**src/logic/bridge_pkg.sv**
```systemverilog
// ---------------------------------------------------------------------
// bridge_pkg
// shared widths, channel ids, buffer depths and the link word format
// for the chip-to-FPGA link bridge
// ---------------------------------------------------------------------
`default_nettype none

package bridge_pkg;

    // three network channels share one link
    localparam int NUM_CHAN = 3;

    // send-side flit buffer depth per channel
    localparam int TX_DEPTH = 2;

    // receive-side buffer depth, also the starting credit count
    localparam int RX_DEPTH = 4;

    // wide enough to hold RX_DEPTH
    localparam int CREDIT_W = 3;

    // network flit and link word widths
    localparam int FLIT_W = 64;
    localparam int LINK_W = 32;
    localparam int CHAN_W = 2;

    typedef logic [FLIT_W-1:0]   flit_t;
    typedef logic [LINK_W-1:0]   link_data_t;

    // 0 is idle, 1..3 name the channels
    typedef logic [CHAN_W-1:0]   chan_id_t;

    // bit 0 goes with channel 1
    typedef logic [NUM_CHAN-1:0] credit_vec_t;

    typedef logic [CREDIT_W-1:0] credit_cnt_t;

    // no word on the link this cycle
    localparam chan_id_t CHAN_IDLE = '0;

    // one interconnect beat, 34 bits
    typedef struct packed {
        chan_id_t   channel;
        link_data_t data;
    } link_word_t;

endpackage

`default_nettype wire

```
**src/logic/flit_fifo.sv**
```systemverilog
// ---------------------------------------------------------------------
// flit_fifo
// synchronous circular flit buffer, valid/ready on both sides
// ---------------------------------------------------------------------
`default_nettype none

module flit_fifo #(
    parameter int DEPTH = 2
) (
    input  logic              fpga_clk,
    input  logic              rst_n,
    input  bridge_pkg::flit_t in_data,
    input  logic              in_val,
    output logic              in_rdy,
    output bridge_pkg::flit_t out_data,
    output logic              out_val,
    input  logic              out_rdy
);

    localparam int PTR_W = (DEPTH > 1) ? $clog2(DEPTH) : 1;
    localparam int CNT_W = $clog2(DEPTH + 1);

    bridge_pkg::flit_t mem [DEPTH];
    logic [PTR_W-1:0]  wr_ptr;
    logic [PTR_W-1:0]  rd_ptr;
    logic [CNT_W-1:0]  count;
    logic              full;
    logic              do_wr;
    logic              do_rd;

    // pointer step with wrap at DEPTH
    function automatic logic [PTR_W-1:0] ptr_next(input logic [PTR_W-1:0] ptr);
        if (ptr == PTR_W'(DEPTH - 1)) begin
            return '0;
        end
        return ptr + 1'b1;
    endfunction

    assign full    = (count == CNT_W'(DEPTH));
    assign out_val = (count != '0);
    // a full buffer still takes a flit when it is popped this cycle
    assign in_rdy  = !full || out_rdy;
    assign do_rd   = out_val && out_rdy;
    assign do_wr   = in_val && in_rdy;

    // head flit, visible the cycle after its write
    assign out_data = mem[rd_ptr];

    // storage
    always_ff @(posedge fpga_clk) begin
        if (do_wr) begin
            mem[wr_ptr] <= in_data;
        end
    end

    // pointers and occupancy
    always_ff @(posedge fpga_clk) begin
        if (!rst_n) begin
            wr_ptr <= '0;
            rd_ptr <= '0;
            count  <= '0;
        end else begin
            if (do_wr) begin
                wr_ptr <= ptr_next(wr_ptr);
            end
            if (do_rd) begin
                rd_ptr <= ptr_next(rd_ptr);
            end
            // simultaneous push and pop keeps the count
            if (do_wr && !do_rd) begin
                count <= count + 1'b1;
            end else if (do_rd && !do_wr) begin
                count <= count - 1'b1;
            end
        end
    end

endmodule

`default_nettype wire

```
**src/logic/bridge_send.sv**
```systemverilog
// ---------------------------------------------------------------------
// bridge_send
// buffers outgoing flits per channel, picks a channel round-robin
// among those with a flit and a credit, sends each flit as two words
// ---------------------------------------------------------------------
`default_nettype none

module bridge_send (
    input  logic                    fpga_clk,
    input  logic                    rst_n,
    input  bridge_pkg::flit_t       out_flit [bridge_pkg::NUM_CHAN],
    input  logic                    out_val  [bridge_pkg::NUM_CHAN],
    output logic                    out_rdy  [bridge_pkg::NUM_CHAN],
    output bridge_pkg::link_word_t  link_out,
    input  bridge_pkg::credit_vec_t credit_in
);

    typedef enum logic {
        st_idle,
        st_low_half
    } send_state_t;

    send_state_t               state;
    bridge_pkg::flit_t         q_flit [bridge_pkg::NUM_CHAN];
    logic                      q_val  [bridge_pkg::NUM_CHAN];
    logic                      q_pop  [bridge_pkg::NUM_CHAN];
    bridge_pkg::credit_cnt_t   credit_cnt [bridge_pkg::NUM_CHAN];
    logic [bridge_pkg::NUM_CHAN-1:0] eligible;

    // last channel served, as an array index
    logic [1:0]                rr_last;
    logic [1:0]                pick_idx;
    logic                      pick_any;
    bridge_pkg::flit_t         sel_flit;

    // lower half waiting for the second beat
    bridge_pkg::chan_id_t      low_chan;
    bridge_pkg::link_data_t    low_data;

    // index step modulo NUM_CHAN
    function automatic logic [1:0] wrap_add(input logic [1:0] base, input int step);
        int sum;
        sum = int'(base) + step;
        if (sum >= bridge_pkg::NUM_CHAN) begin
            sum = sum - bridge_pkg::NUM_CHAN;
        end
        return 2'(sum);
    endfunction

    for (genvar g = 0; g < bridge_pkg::NUM_CHAN; g++) begin : g_chan
        flit_fifo #(
            .DEPTH (bridge_pkg::TX_DEPTH)
        ) u_txq (
            .fpga_clk (fpga_clk),
            .rst_n    (rst_n),
            .in_data  (out_flit[g]),
            .in_val   (out_val[g]),
            .in_rdy   (out_rdy[g]),
            .out_data (q_flit[g]),
            .out_val  (q_val[g]),
            .out_rdy  (q_pop[g])
        );

        // needs a flit and room at the far end
        assign eligible[g] = q_val[g] && (credit_cnt[g] != '0);

        // pop as the upper half is launched
        assign q_pop[g] = (state == st_idle) && pick_any && (pick_idx == 2'(g));

        // credit counter, starts full
        always_ff @(posedge fpga_clk) begin
            if (!rst_n) begin
                credit_cnt[g] <= bridge_pkg::CREDIT_W'(bridge_pkg::RX_DEPTH);
            end else if (q_pop[g] && !credit_in[g]) begin
                credit_cnt[g] <= credit_cnt[g] - 1'b1;
            end else if (credit_in[g] && !q_pop[g]) begin
                credit_cnt[g] <= credit_cnt[g] + 1'b1;
            end
        end
    end

    // round-robin choice, nearest eligible after rr_last wins
    always_comb begin
        pick_any = 1'b0;
        pick_idx = rr_last;
        sel_flit = q_flit[0];
        // walk far to near so the nearest hit is written last
        for (int i = bridge_pkg::NUM_CHAN; i >= 1; i--) begin
            if (eligible[wrap_add(rr_last, i)]) begin
                pick_any = 1'b1;
                pick_idx = wrap_add(rr_last, i);
            end
        end
        for (int c = 0; c < bridge_pkg::NUM_CHAN; c++) begin
            if (pick_idx == 2'(c)) begin
                sel_flit = q_flit[c];
            end
        end
    end

    // serializer, upper half then lower half back to back
    always_ff @(posedge fpga_clk) begin
        if (!rst_n) begin
            state    <= st_idle;
            rr_last  <= 2'(bridge_pkg::NUM_CHAN - 1);
            link_out <= '0;
            low_chan <= bridge_pkg::CHAN_IDLE;
        end else begin
            case (state)
                st_idle: begin
                    if (pick_any) begin
                        link_out.channel <= bridge_pkg::chan_id_t'(pick_idx + 2'd1);
                        link_out.data    <= sel_flit[bridge_pkg::FLIT_W-1 -: bridge_pkg::LINK_W];
                        low_chan         <= bridge_pkg::chan_id_t'(pick_idx + 2'd1);
                        rr_last          <= pick_idx;
                        state            <= st_low_half;
                    end else begin
                        // idle beat
                        link_out <= '0;
                    end
                end
                st_low_half: begin
                    link_out.channel <= low_chan;
                    link_out.data    <= low_data;
                    state            <= st_idle;
                end
                default: state <= st_idle;
            endcase
        end
    end

    // lower half payload
    always_ff @(posedge fpga_clk) begin
        if (state == st_idle && pick_any) begin
            low_data <= sel_flit[bridge_pkg::LINK_W-1:0];
        end
    end

endmodule

`default_nettype wire

```
**src/logic/bridge_rcv.sv**
```systemverilog
// ---------------------------------------------------------------------
// bridge_rcv
// reassembles link word pairs into flits, buffers them per channel
// and returns one credit per flit taken at the network side
// ---------------------------------------------------------------------
`default_nettype none

module bridge_rcv (
    input  logic                    fpga_clk,
    input  logic                    rst_n,
    input  bridge_pkg::link_word_t  link_in,
    output bridge_pkg::flit_t       in_flit [bridge_pkg::NUM_CHAN],
    output logic                    in_val  [bridge_pkg::NUM_CHAN],
    input  logic                    in_rdy  [bridge_pkg::NUM_CHAN],
    output bridge_pkg::credit_vec_t credit_out
);

    // 0 waits for an upper half, 1 for a lower half
    logic                            phase;
    logic                            word_val;

    // upper half held between the two beats
    bridge_pkg::link_data_t          hi_data;
    bridge_pkg::chan_id_t            hi_chan;

    // assembled flit, one stage before the buffers
    bridge_pkg::flit_t               wr_flit;
    logic [bridge_pkg::NUM_CHAN-1:0] wr_val;

    assign word_val = (link_in.channel != bridge_pkg::CHAN_IDLE);

    // phase tracking and buffer select
    always_ff @(posedge fpga_clk) begin
        if (!rst_n) begin
            phase   <= 1'b0;
            hi_chan <= bridge_pkg::CHAN_IDLE;
            wr_val  <= '0;
        end else begin
            wr_val <= '0;
            if (word_val) begin
                if (!phase) begin
                    phase   <= 1'b1;
                    hi_chan <= link_in.channel;
                end else begin
                    phase <= 1'b0;
                    // route by the channel of the upper half
                    for (int c = 0; c < bridge_pkg::NUM_CHAN; c++) begin
                        wr_val[c] <= (hi_chan == bridge_pkg::chan_id_t'(c + 1));
                    end
                end
            end
        end
    end

    // payload capture
    always_ff @(posedge fpga_clk) begin
        if (word_val && !phase) begin
            hi_data <= link_in.data;
        end
        if (word_val && phase) begin
            wr_flit <= {hi_data, link_in.data};
        end
    end

    for (genvar g = 0; g < bridge_pkg::NUM_CHAN; g++) begin : g_chan
        // room is guaranteed by the sender's credits
        flit_fifo #(
            .DEPTH (bridge_pkg::RX_DEPTH)
        ) u_rxq (
            .fpga_clk (fpga_clk),
            .rst_n    (rst_n),
            .in_data  (wr_flit),
            .in_val   (wr_val[g]),
            .in_rdy   (),
            .out_data (in_flit[g]),
            .out_val  (in_val[g]),
            .out_rdy  (in_rdy[g])
        );

        // one pulse per flit leaving the buffer
        assign credit_out[g] = in_val[g] && in_rdy[g];
    end

endmodule

`default_nettype wire

```
**src/logic/fpga_bridge.sv**
```systemverilog
// ---------------------------------------------------------------------
// fpga_bridge
// top level, send and receive halves side by side on one clock
// ---------------------------------------------------------------------
`default_nettype none

module fpga_bridge (
    input  logic                    rst_n,
    input  logic                    fpga_clk,
    input  bridge_pkg::flit_t       network_out_1,
    input  bridge_pkg::flit_t       network_out_2,
    input  bridge_pkg::flit_t       network_out_3,
    input  logic                    data_out_val_1,
    input  logic                    data_out_val_2,
    input  logic                    data_out_val_3,
    output logic                    data_out_rdy_1,
    output logic                    data_out_rdy_2,
    output logic                    data_out_rdy_3,
    input  bridge_pkg::link_data_t  intcnct_data_in,
    input  bridge_pkg::chan_id_t    intcnct_channel_in,
    output bridge_pkg::credit_vec_t intcnct_credit_back_in,
    output bridge_pkg::flit_t       network_in_1,
    output bridge_pkg::flit_t       network_in_2,
    output bridge_pkg::flit_t       network_in_3,
    output logic                    data_in_val_1,
    output logic                    data_in_val_2,
    output logic                    data_in_val_3,
    input  logic                    data_in_rdy_1,
    input  logic                    data_in_rdy_2,
    input  logic                    data_in_rdy_3,
    output bridge_pkg::link_data_t  intcnct_data_out,
    output bridge_pkg::chan_id_t    intcnct_channel_out,
    input  bridge_pkg::credit_vec_t intcnct_credit_back_out
);

    // network-to-link direction
    bridge_pkg::flit_t      send_flit [bridge_pkg::NUM_CHAN];
    logic                   send_val  [bridge_pkg::NUM_CHAN];
    logic                   send_rdy  [bridge_pkg::NUM_CHAN];
    bridge_pkg::link_word_t link_out;

    // link-to-network direction
    bridge_pkg::flit_t      rcv_flit [bridge_pkg::NUM_CHAN];
    logic                   rcv_val  [bridge_pkg::NUM_CHAN];
    logic                   rcv_rdy  [bridge_pkg::NUM_CHAN];
    bridge_pkg::link_word_t link_in;

    // flat ports to per-channel arrays, index 0 is channel 1
    assign send_flit[0]   = network_out_1;
    assign send_flit[1]   = network_out_2;
    assign send_flit[2]   = network_out_3;
    assign send_val[0]    = data_out_val_1;
    assign send_val[1]    = data_out_val_2;
    assign send_val[2]    = data_out_val_3;
    assign data_out_rdy_1 = send_rdy[0];
    assign data_out_rdy_2 = send_rdy[1];
    assign data_out_rdy_3 = send_rdy[2];

    assign network_in_1   = rcv_flit[0];
    assign network_in_2   = rcv_flit[1];
    assign network_in_3   = rcv_flit[2];
    assign data_in_val_1  = rcv_val[0];
    assign data_in_val_2  = rcv_val[1];
    assign data_in_val_3  = rcv_val[2];
    assign rcv_rdy[0]     = data_in_rdy_1;
    assign rcv_rdy[1]     = data_in_rdy_2;
    assign rcv_rdy[2]     = data_in_rdy_3;

    // link word split and join
    assign intcnct_data_out    = link_out.data;
    assign intcnct_channel_out = link_out.channel;
    assign link_in             = {intcnct_channel_in, intcnct_data_in};

    bridge_send u_send (
        .fpga_clk  (fpga_clk),
        .rst_n     (rst_n),
        .out_flit  (send_flit),
        .out_val   (send_val),
        .out_rdy   (send_rdy),
        .link_out  (link_out),
        .credit_in (intcnct_credit_back_out)
    );

    bridge_rcv u_rcv (
        .fpga_clk   (fpga_clk),
        .rst_n      (rst_n),
        .link_in    (link_in),
        .in_flit    (rcv_flit),
        .in_val     (rcv_val),
        .in_rdy     (rcv_rdy),
        .credit_out (intcnct_credit_back_in)
    );

endmodule

`default_nettype wire

```
**config.mk**
```make
export PLATFORM = sky130hd
export DESIGN_NAME = fpga_bridge
export DESIGN_NICKNAME = d
export VERILOG_FILES = /design/src/logic/bridge_pkg.sv /design/src/logic/flit_fifo.sv /design/src/logic/bridge_send.sv /design/src/logic/bridge_rcv.sv /design/src/logic/fpga_bridge.sv
export SDC_FILE = /design/constraint.sdc
export NUM_CORES = 1
export LEC_CHECK = 0
export BUFFER_PORTS_ARGS = -buffer_cell sky130_fd_sc_hd__buf_4
export CAP_MARGIN = 20
export CORE_MARGIN = 4
export CORE_UTILIZATION = 49
export CTS_BUF_LIST = sky130_fd_sc_hd__clkbuf_4 sky130_fd_sc_hd__clkbuf_8
export DETAILED_ROUTE_END_ITERATION = 10
export PLACE_DENSITY = 0.7
export SLEW_MARGIN = 30
export SYNTH_ARGS = -nofsm -noshare
export SYNTH_HDL_FRONTEND = slang
export SYNTH_SLANG_ARGS = --single-unit
```
**constraint.sdc**
```tcl
create_clock -name fpga_clk -period 8.2 [get_ports fpga_clk]
set_clock_uncertainty 0.2 [all_clocks]
set_input_delay 1.23 -clock fpga_clk [delete_from_list [all_inputs] [get_ports fpga_clk]]
set_output_delay 1.23 -clock fpga_clk [all_outputs]
set_load 0.05 [all_outputs]
```
==> impl_results.md, run 1 <==
* Number of standard cells in the layout, taps in and fillers out at 4,632
* Final hold violation count at 0
* Initial antenna violation count at 12
* Worst slack at placement at 2690 ps
* Status: complete, no violations
* DRC Markers at 0
* Number of cells in the design after placement at 4,239
* Synthesized-area fraction occupied by xor and xnor cells at 0.259%
* FILL cells at 7,280
* Post-cts repair resize count at 0
* Routed len/inst at 26.5 um
* Placeable core area at 102,000 sq um
* R2R cell count at 13
* TritonCTS buffer count at 209
* Lkg Pwr at 20.1 nW
* Maximum clock insertion buffer count at 3
* Part of the power in the clock network at 25.9%
* Y dimension of the die at 330 um
* Top routing layer used: met5
* Post-synthesis sequential element count at 1,376
* Area fraction in and, or, nand and nor cells after synthesis at 2.45%
* TritonCTS clock tree: done
* H-tree lvl count at 4
* Final net count at 3,360
* Internal power summed over all cells at 14.0 mW
* CP endpoint kind: primary output
* Largest family of logic cells by synthesized area: multiplexers
* VDD IR max at 326 uV
* Switching share of total power at 34.6%
* Antenna Nets Post-Route at 0
* Die width at 330 um
* Number of vias per cell after detailed routing at 5.62
* Critical path arrival at 4730 ps
* Power dissipated by switching net loads at 7.40 mW
* Sink count of the clock tree at 1,376
* First-pass iteration count of the detailed router at 5
* Global placer's final weighted congestion at 0.860
* Clock latency on the worst-skew pair at 850 ps
* CP required at 6770 ps
* Reg power frac at 43.8%
* Slowest cell delay on critical path at 650 ps
* Type of element launching the critical path: register
* Worst R2R Setup Slack at 2590 ps
* Count of buffering cells on the critical path with inverters included at 2
* Wire length of the first global-routing pass at 179 mm
* Vias in the first global route at 27,332
* Areal power density over the cells at 355 nW/um^2
* Launch point of the critical path: u_send.rr_last[0]$_SDFFE_PN0N_
* Adder and majority gate portion of the synthesized area at 0.972%
* Post-Syn Instances at 2,483
* Final critical delay including setup and external delays at 6160 ps
* Number of library cell types mapped by synthesis at 57
* Critical Path End: data_out_rdy_2
* Post-synthesis compound-gate area fraction at 3.24%
* Largest net degree at the start of global routing at 75
* Fraction of synthesized area in multiplexers at 12.1%
* Top Family by Delay on Critical Path: simple AND/OR/NAND/NOR gates
* Std-Cell Rows at 117
* Transition time of the tightest slew-check pin at 984 ps
* Clock slew seen by the registers of the worst setup and hold paths at 60 ps
* Count of buffers added by post-CTS timing repair for setup at 0
* Final setup violation count at 0
* RSZ-0062 raised after global routing: no
* Total routed wirelength at 123 mm
* Leading post-synthesis cells by cell area: edfxtp_1 76%, mux4_2 8.5%, dfxtp_1 3.4%, mux2i_1 2.9%, a211oi_1 1.0%
* Combined area of all synthesized cells at 50,700 sq um
* Detail Placement HPWL at 75.8 mm
* DIE AREA at 109,000 sq um
* Number of buffers inserted by hold repair at cts at 0
* Vias at 26,011
* Number of primary I/O pins at 472
* Synth Net Count at 2,757
* Final critical-path setup slack at 2040 ps
* Maximum fanout along the worst path at 62
* Most common cell in the netlist: edfxtp_1
* Fraction of final layout cells sized beyond drive strength 1 at 33.5%
* CP max-delay cell: ha_4
* Most frequently used flop master after synthesis: edfxtp_1
* Number of violations reported at the end of detailed-routing iteration 0 at 2,342
* Max cap viols at 0
* WL met3 at 11.4 mm
* Count of yosys warnings during synthesis at 0
* Crit-path cells: inv_1 -> ha_1 -> nor3_1 -> a32oi_1 -> o21bai_1 -> o21ai_1 -> ha_4 -> nand2_1 -> nor2_1 -> or3_1 -> buf_4
* Number of flops mapped to enable cells by yosys at 1,289
* Per-instance average area after synthesis at 20.4 sq um
* GR Overflow Total at 0
* Worst hold path type: reg -> reg
* Met1 WL at 46.1 mm
* Total GRT Usage at 22.6%
* Combinational share of power at 30.3%
* Remaining max-slew budget at the tightest pin at 34.4%
* P&R area growth vs syn at 18.8%
* Total number of cells along the worst setup path at 11
* Worst r2r dst: u_send.g_chan[2].u_txq.mem[0][48]$_DFFE_PP_
* Tcrit/Tclk final at 75.1%
* Clock Tree Root: clkbuf_8
* Count of port buffers added during placement at 471
* Startpoint of the worst register-to-register path: u_send.rr_last[0]$_SDFFE_PN0N_
* Proportion of register bits with asynchronous set or reset after synthesis at 0%
* Commonest cells post-synth: 1,289 x edfxtp_1, 192 x mux4_2, 146 x mux2i_1
* Setup Total Neg Slack at 0 ps
* Share of Yosys cell area claimed by the top area cell type at 76.3%
* Max Freq at 0.162 GHz
* Library cell occupying the most area in the post-synthesis netlist: edfxtp_1
* WS Path Type: reg -> out
* Amount of wire on met2 after detailed routing at 61.9 mm
* Total count of max-transition violations in the final report at 0
* Initial standard-cell utilization of the core at 49.6%
* Post-synthesis sequential area ratio at 79.8%
==> power groups by stage <==
stage,logic (mW),clock network [mW],registers [mW]
after floorplan,4.47,0,9.39
after global placement,6.24,0,9.50
after detailed placement,6.48,0,9.51
after CTS,6.49,5.67,9.38
after global routing,6.95,6.00,9.46
final,6.48,5.54,9.36
==> per-layer routing <==
| layer | GRT usage, % | up-vias |
|---|---|---|
| met5 | 0 | - |
| met4 | 7.30 | 10 |
| met3 | 6.67 | 212 |
| met2 | 38.2 | 1220 |
| met1 | 28.3 | 13316 |
| li1 | - | 11253 |
==> cell type report <==
| cell class | instances | area (sq um) | share of cell area (%) |
|---|---|---|---|
| Sequential cell | 1376 | 40500 | 67.2 |
| Multi-Input combinational cell | 956 | 9770 | 16.2 |
| Timing Repair Buffer | 511 | 4020 | 6.67 |
| Clock buffer | 269 | 3360 | 5.57 |
| Tap cell | 1368 | 1710 | 2.84 |
| Clock inverter | 114 | 777 | 1.29 |
| Inverter | 32 | 120 | 0.199 |
| Antenna cell | 6 | 15.0 | 0.0249 |
==> worst reg2reg max path, cell delays in order (launching register included) <==
cell      delay, ps
dfxtp_1         490
inv_1           150
ha_1            490
nor3b_1         230
o21ai_0         110
a32oi_1         250
o21bai_1        210
a21boi_1        330
ha_4            600
nor2b_1         280
nand2_1          80
o21ai_1         360
nor2b_4         740
buf_4           640
==> state kept, by name (all words and copies together), names as in the netlist, named ones only <==
name and cells:
u_send.g_chan.u_txq.count 6, u_rcv.phase 1, u_send.state 1, u_send.credit_cnt 9, u_send.rr_last 2, u_rcv.g_chan.u_rxq.wr_ptr 6
u_rcv.g_chan.u_rxq.count 9, u_send.g_chan.u_txq.rd_ptr 3, u_rcv.hi_chan 2, u_rcv.g_chan.u_rxq.mem 768, u_send.g_chan.u_txq.mem 384, u_send.low_data 32
u_send.g_chan.u_txq.wr_ptr 3, u_rcv.g_chan.u_rxq.rd_ptr 6, u_rcv.hi_data 32, u_send.link_out 34, u_rcv.wr_val 3, u_send.low_chan 2
u_rcv.wr_flit 64
==> worst min path at each step <==
| stage | startpoint | to | slack [ps] | depth (start not counted) |
|---|---|---|---|---|
| 3_3_place_gp | u_rcv.hi_data[12]$_DFFE_PP_ | u_rcv.wr_flit[44]$_DFFE_PP_ | 200 | 0 |
| 4_1_cts | u_rcv.hi_data[17]$_DFFE_PP_ | u_rcv.wr_flit[49]$_DFFE_PP_ | 200 | 0 |
| 2_1_floorplan | u_rcv.hi_data[0]$_DFFE_PP_ | u_rcv.wr_flit[32]$_DFFE_PP_ | 200 | 0 |
| 6_report | u_rcv.hi_data[17]$_DFFE_PP_ | u_rcv.wr_flit[49]$_DFFE_PP_ | 200 | 0 |
| 3_5_place_dp | u_rcv.hi_data[0]$_DFFE_PP_ | u_rcv.wr_flit[32]$_DFFE_PP_ | 200 | 0 |
| 5_1_grt | u_rcv.hi_data[17]$_DFFE_PP_ | u_rcv.wr_flit[49]$_DFFE_PP_ | 190 | 0 |
==> metrics by stage <==
stage,area (sq um),hold WS [ps],power (mW),utilization (%)
global placement,55800,202,15.7,54.6
detailed placement,56000,205,16.0,54.7
global route,60200,193,22.4,58.9
finish,60200,199,21.4,58.9
floorplan,50700,200,13.9,-
CTS,60100,195,21.5,58.8
==> kinds of logic (layout without fill, tap and decap cells) <==
| group | after synthesis | count (layout) |
|---|---|---|
| other | 0 | 6 |
| xor gates and xnor gates | 15 | 15 |
| adders and majority gates | 37 | 37 |
| buffers and inverters | 151 | 926 |
| DFF | 1376 | 1376 |
| AOI/OAI and AO/OA | 269 | 269 |
| muxes | 370 | 370 |
| and+or+nand+nor | 265 | 265 |
==> layout by cell type, fill, tap and decap left out, types with 5 or more instances in the layout <==
cell type   count
edfxtp_1     1289
buf_4         496
clkbuf_8      214
mux4_2        192
mux2i_1       146
nand2_1        99
a21oi_1        83
dfxtp_1        78
a211oi_1       69
clkinv_1       67
nor2_1         64
clkbuf_4       55
o21ai_0        44
o21ai_1        42
nor2b_1        34
mux2_2         32
ha_1           31
inv_1          29
clkinv_2       26
or3_1          17
and2_4         15
xor2_1         12
dfxtp_4         9
bufinv_16       8
nor3_1          7
diode_2         6
buf_16          6
buf_6           6
nand3_1         5
clkinvlp_4      5
(Power assumes the default switching activity.)
==> run 2, diff against run 1 <==
==> constraint.sdc (replaced) <==
create_clock -name fpga_clk -period 6.4 [get_ports fpga_clk]
set_clock_uncertainty 0.2 [all_clocks]
set_input_delay 0.96 -clock fpga_clk [delete_from_list [all_inputs] [get_ports fpga_clk]]
set_output_delay 0.96 -clock fpga_clk [all_outputs]
set_load 0.05 [all_outputs]
==> impl_results.md, run 2 (synthesis gave the netlist of run 1 again) <==
* Top Family by Delay on Critical Path: compound AO/OA/AOI/OAI gates
* CP max-delay cell: a2111o_1
* Wire length of the first global-routing pass at 182 mm
* Die width at 330 um
* Count of port buffers added during placement at 471
* Initial antenna violation count at 8
* Total GRT Usage at 23.2%
* Number of primary I/O pins at 472
* Max Freq at 0.173 GHz
* Reg with most FFs: u_rcv.g_chan.u_rxq.mem
* Clock Tree Root: clkbuf_8
* VDD IR max at 411 uV
* Count of buffering cells on the critical path with inverters included at 2
* WS Path Type: reg -> out
* Tcrit/Tclk final at 90.4%
* Routed len/inst at 26.8 um
* Final setup violation count at 0
* Crit-path cells: inv_1 -> ha_1 -> a221o_1 -> a2111o_1 -> o21ai_1 -> ha_4 -> nand2_1 -> nor2_1 -> or3_1 -> buf_4
* H-tree lvl count at 4
* Sink count of the clock tree at 1,376
* Setup Total Neg Slack at 0 ps
* Worst hold path type: in -> reg
* FILL cells at 7,152
* Initial standard-cell utilization of the core at 49.6%
* Y dimension of the die at 330 um
* Maximum clock insertion buffer count at 3
* Fraction of final layout cells sized beyond drive strength 1 at 33.5%
* TritonCTS buffer count at 208
* RSZ-0062 raised after global routing: no
* Total count of max-transition violations in the final report at 0
* CP endpoint kind: primary output
* Hold WS at 98.6 ps
* Areal power density over the cells at 453 nW/um^2
* Global placer's final weighted congestion at 0.817
* Detail Placement HPWL at 77.7 mm
* Max cap viols at 0
* Biggest registers after layout: u_rcv.g_chan.u_rxq.mem: 768 flops, u_send.g_chan.u_txq.mem: 384 flops, u_rcv.wr_flit: 64 flops
* Lkg Pwr at 20.5 nW
* Critical path arrival at 4630 ps
* Final critical delay including setup and external delays at 5790 ps
* Slowest cell delay on critical path at 590 ps
* Status: complete, no violations
* Commonest cells after routing, fill and taps aside: 1,289 x edfxtp_1, 508 x buf_4, 226 x clkbuf_8
* Transition time of the tightest slew-check pin at 959 ps
* Number of violations reported at the end of detailed-routing iteration 0 at 2,535
* Clock slew seen by the registers of the worst setup and hold paths at 60 ps
* Vias at 26,393
* DIE AREA at 109,000 sq um
* Number of flip-flops in the largest register at 768
* Clock latency on the worst-skew pair at 860 ps
* DRC Markers at 0
* Total routed wirelength at 126 mm
* Antenna Nets Post-Route at 0
* Std-Cell Rows at 117
* Placeable core area at 102,000 sq um
* Number of vias per cell after detailed routing at 5.62
* Largest net degree at the start of global routing at 87
* Maximum fanout along the worst path at 53
* Final net count at 3,434
* Remaining max-slew budget at the tightest pin at 36.1%
* TritonCTS clock tree: done
* P&R area growth vs syn at 20.4%
* CP required at 5240 ps
* Most frequent standard cell in the layout excluding fill and tap cells: edfxtp_1
* GR Overflow Total at 0
* Type of element launching the critical path: register
* First-pass iteration count of the detailed router at 5
* Final hold violation count at 0
* Vias in the first global route at 27,586
==> run 2: cell types whose count changed in the layout (fill, tap and decap cells not counted), moves of 4 or more <==
cell           delta
clkinv_1         -31
buf_4            +12
clkbuf_4         +25
buf_16            -4
clkinv_2          -9
clkbuf_8         +12
buf_6             -5
dlygate4sd3_1    +74
==> run 2: final timing paths <==
| path | cells past startpoint | endpoint | from | slack, ps |
|---|---|---|---|---|
| min | 1 | u_send.g_chan[2].u_txq.mem[1][37]$_DFFE_PP_ | network_out_3[37] | 100 |
| min reg2reg | 0 | u_rcv.wr_flit[35]$_DFFE_PP_ | u_rcv.hi_data[3]$_DFFE_PP_ | 220 |
| max | 10 | data_out_rdy_2 | u_send.rr_last[0]$_SDFFE_PN0N_ | 610 |
| max reg2reg | 11 | u_send.g_chan[1].u_txq.mem[0][18]$_DFFE_PP_ | u_send.rr_last[0]$_SDFFE_PN0N_ | 1110 |
==> run 2: per-stage QoR <==
step	worst slack, ps	utilization [%]	power [mW]	cells	instance area, sq um
floorplan	107	-	17.7	2483	50700
global route	301	59.6	28.9	4696	61000
finish	611	59.6	27.6	4699	61000
detailed placement	1150	54.7	20.5	4242	55900
CTS	536	59.6	27.8	4693	61000
global placement	1450	54.6	20.2	4241	55900
==> run 2: per-layer routing <==
layer / vias up / global-route usage (%) / part of all wire (%)
li1: 11378 / - / -
met4: 10 / 6.88 / 2.4
met3: 201 / 6.42 / 9.2
met2: 1257 / 40.2 / 52
met1: 13547 / 28.5 / 37
met5: - / 0 / 0.049
==> run 2: timing repair <==
item	CTS	global route
setup buffers	0	0
gates resized for setup	0	0
hold buffers	74	0
endpoints found under the hold margin	135	0
==> run 2: cell type report <==
class,count,area (sq um),area share (%)
Antenna cell,4,10.0,0.0164
Clock buffer,306,3710,6.08
Clock inverter,71,587,0.961
Inverter,32,120,0.197
Multi-Input combinational cell,956,9770,16.0
Sequential cell,1376,40500,66.3
Tap cell,1368,1710,2.80
Timing Repair Buffer,586,4640,7.60
==> run 2: where the power goes <==
| part | switching, mW | internal (mW) | total (mW) |
|---|---|---|---|
| Sequential | 0.731 | 11.3 | 12.0 |
| Clock | 3.28 | 4.07 | 7.35 |
| Combinational | 5.42 | 2.85 | 8.27 |
| Total | 9.43 | 18.2 | 27.6 |
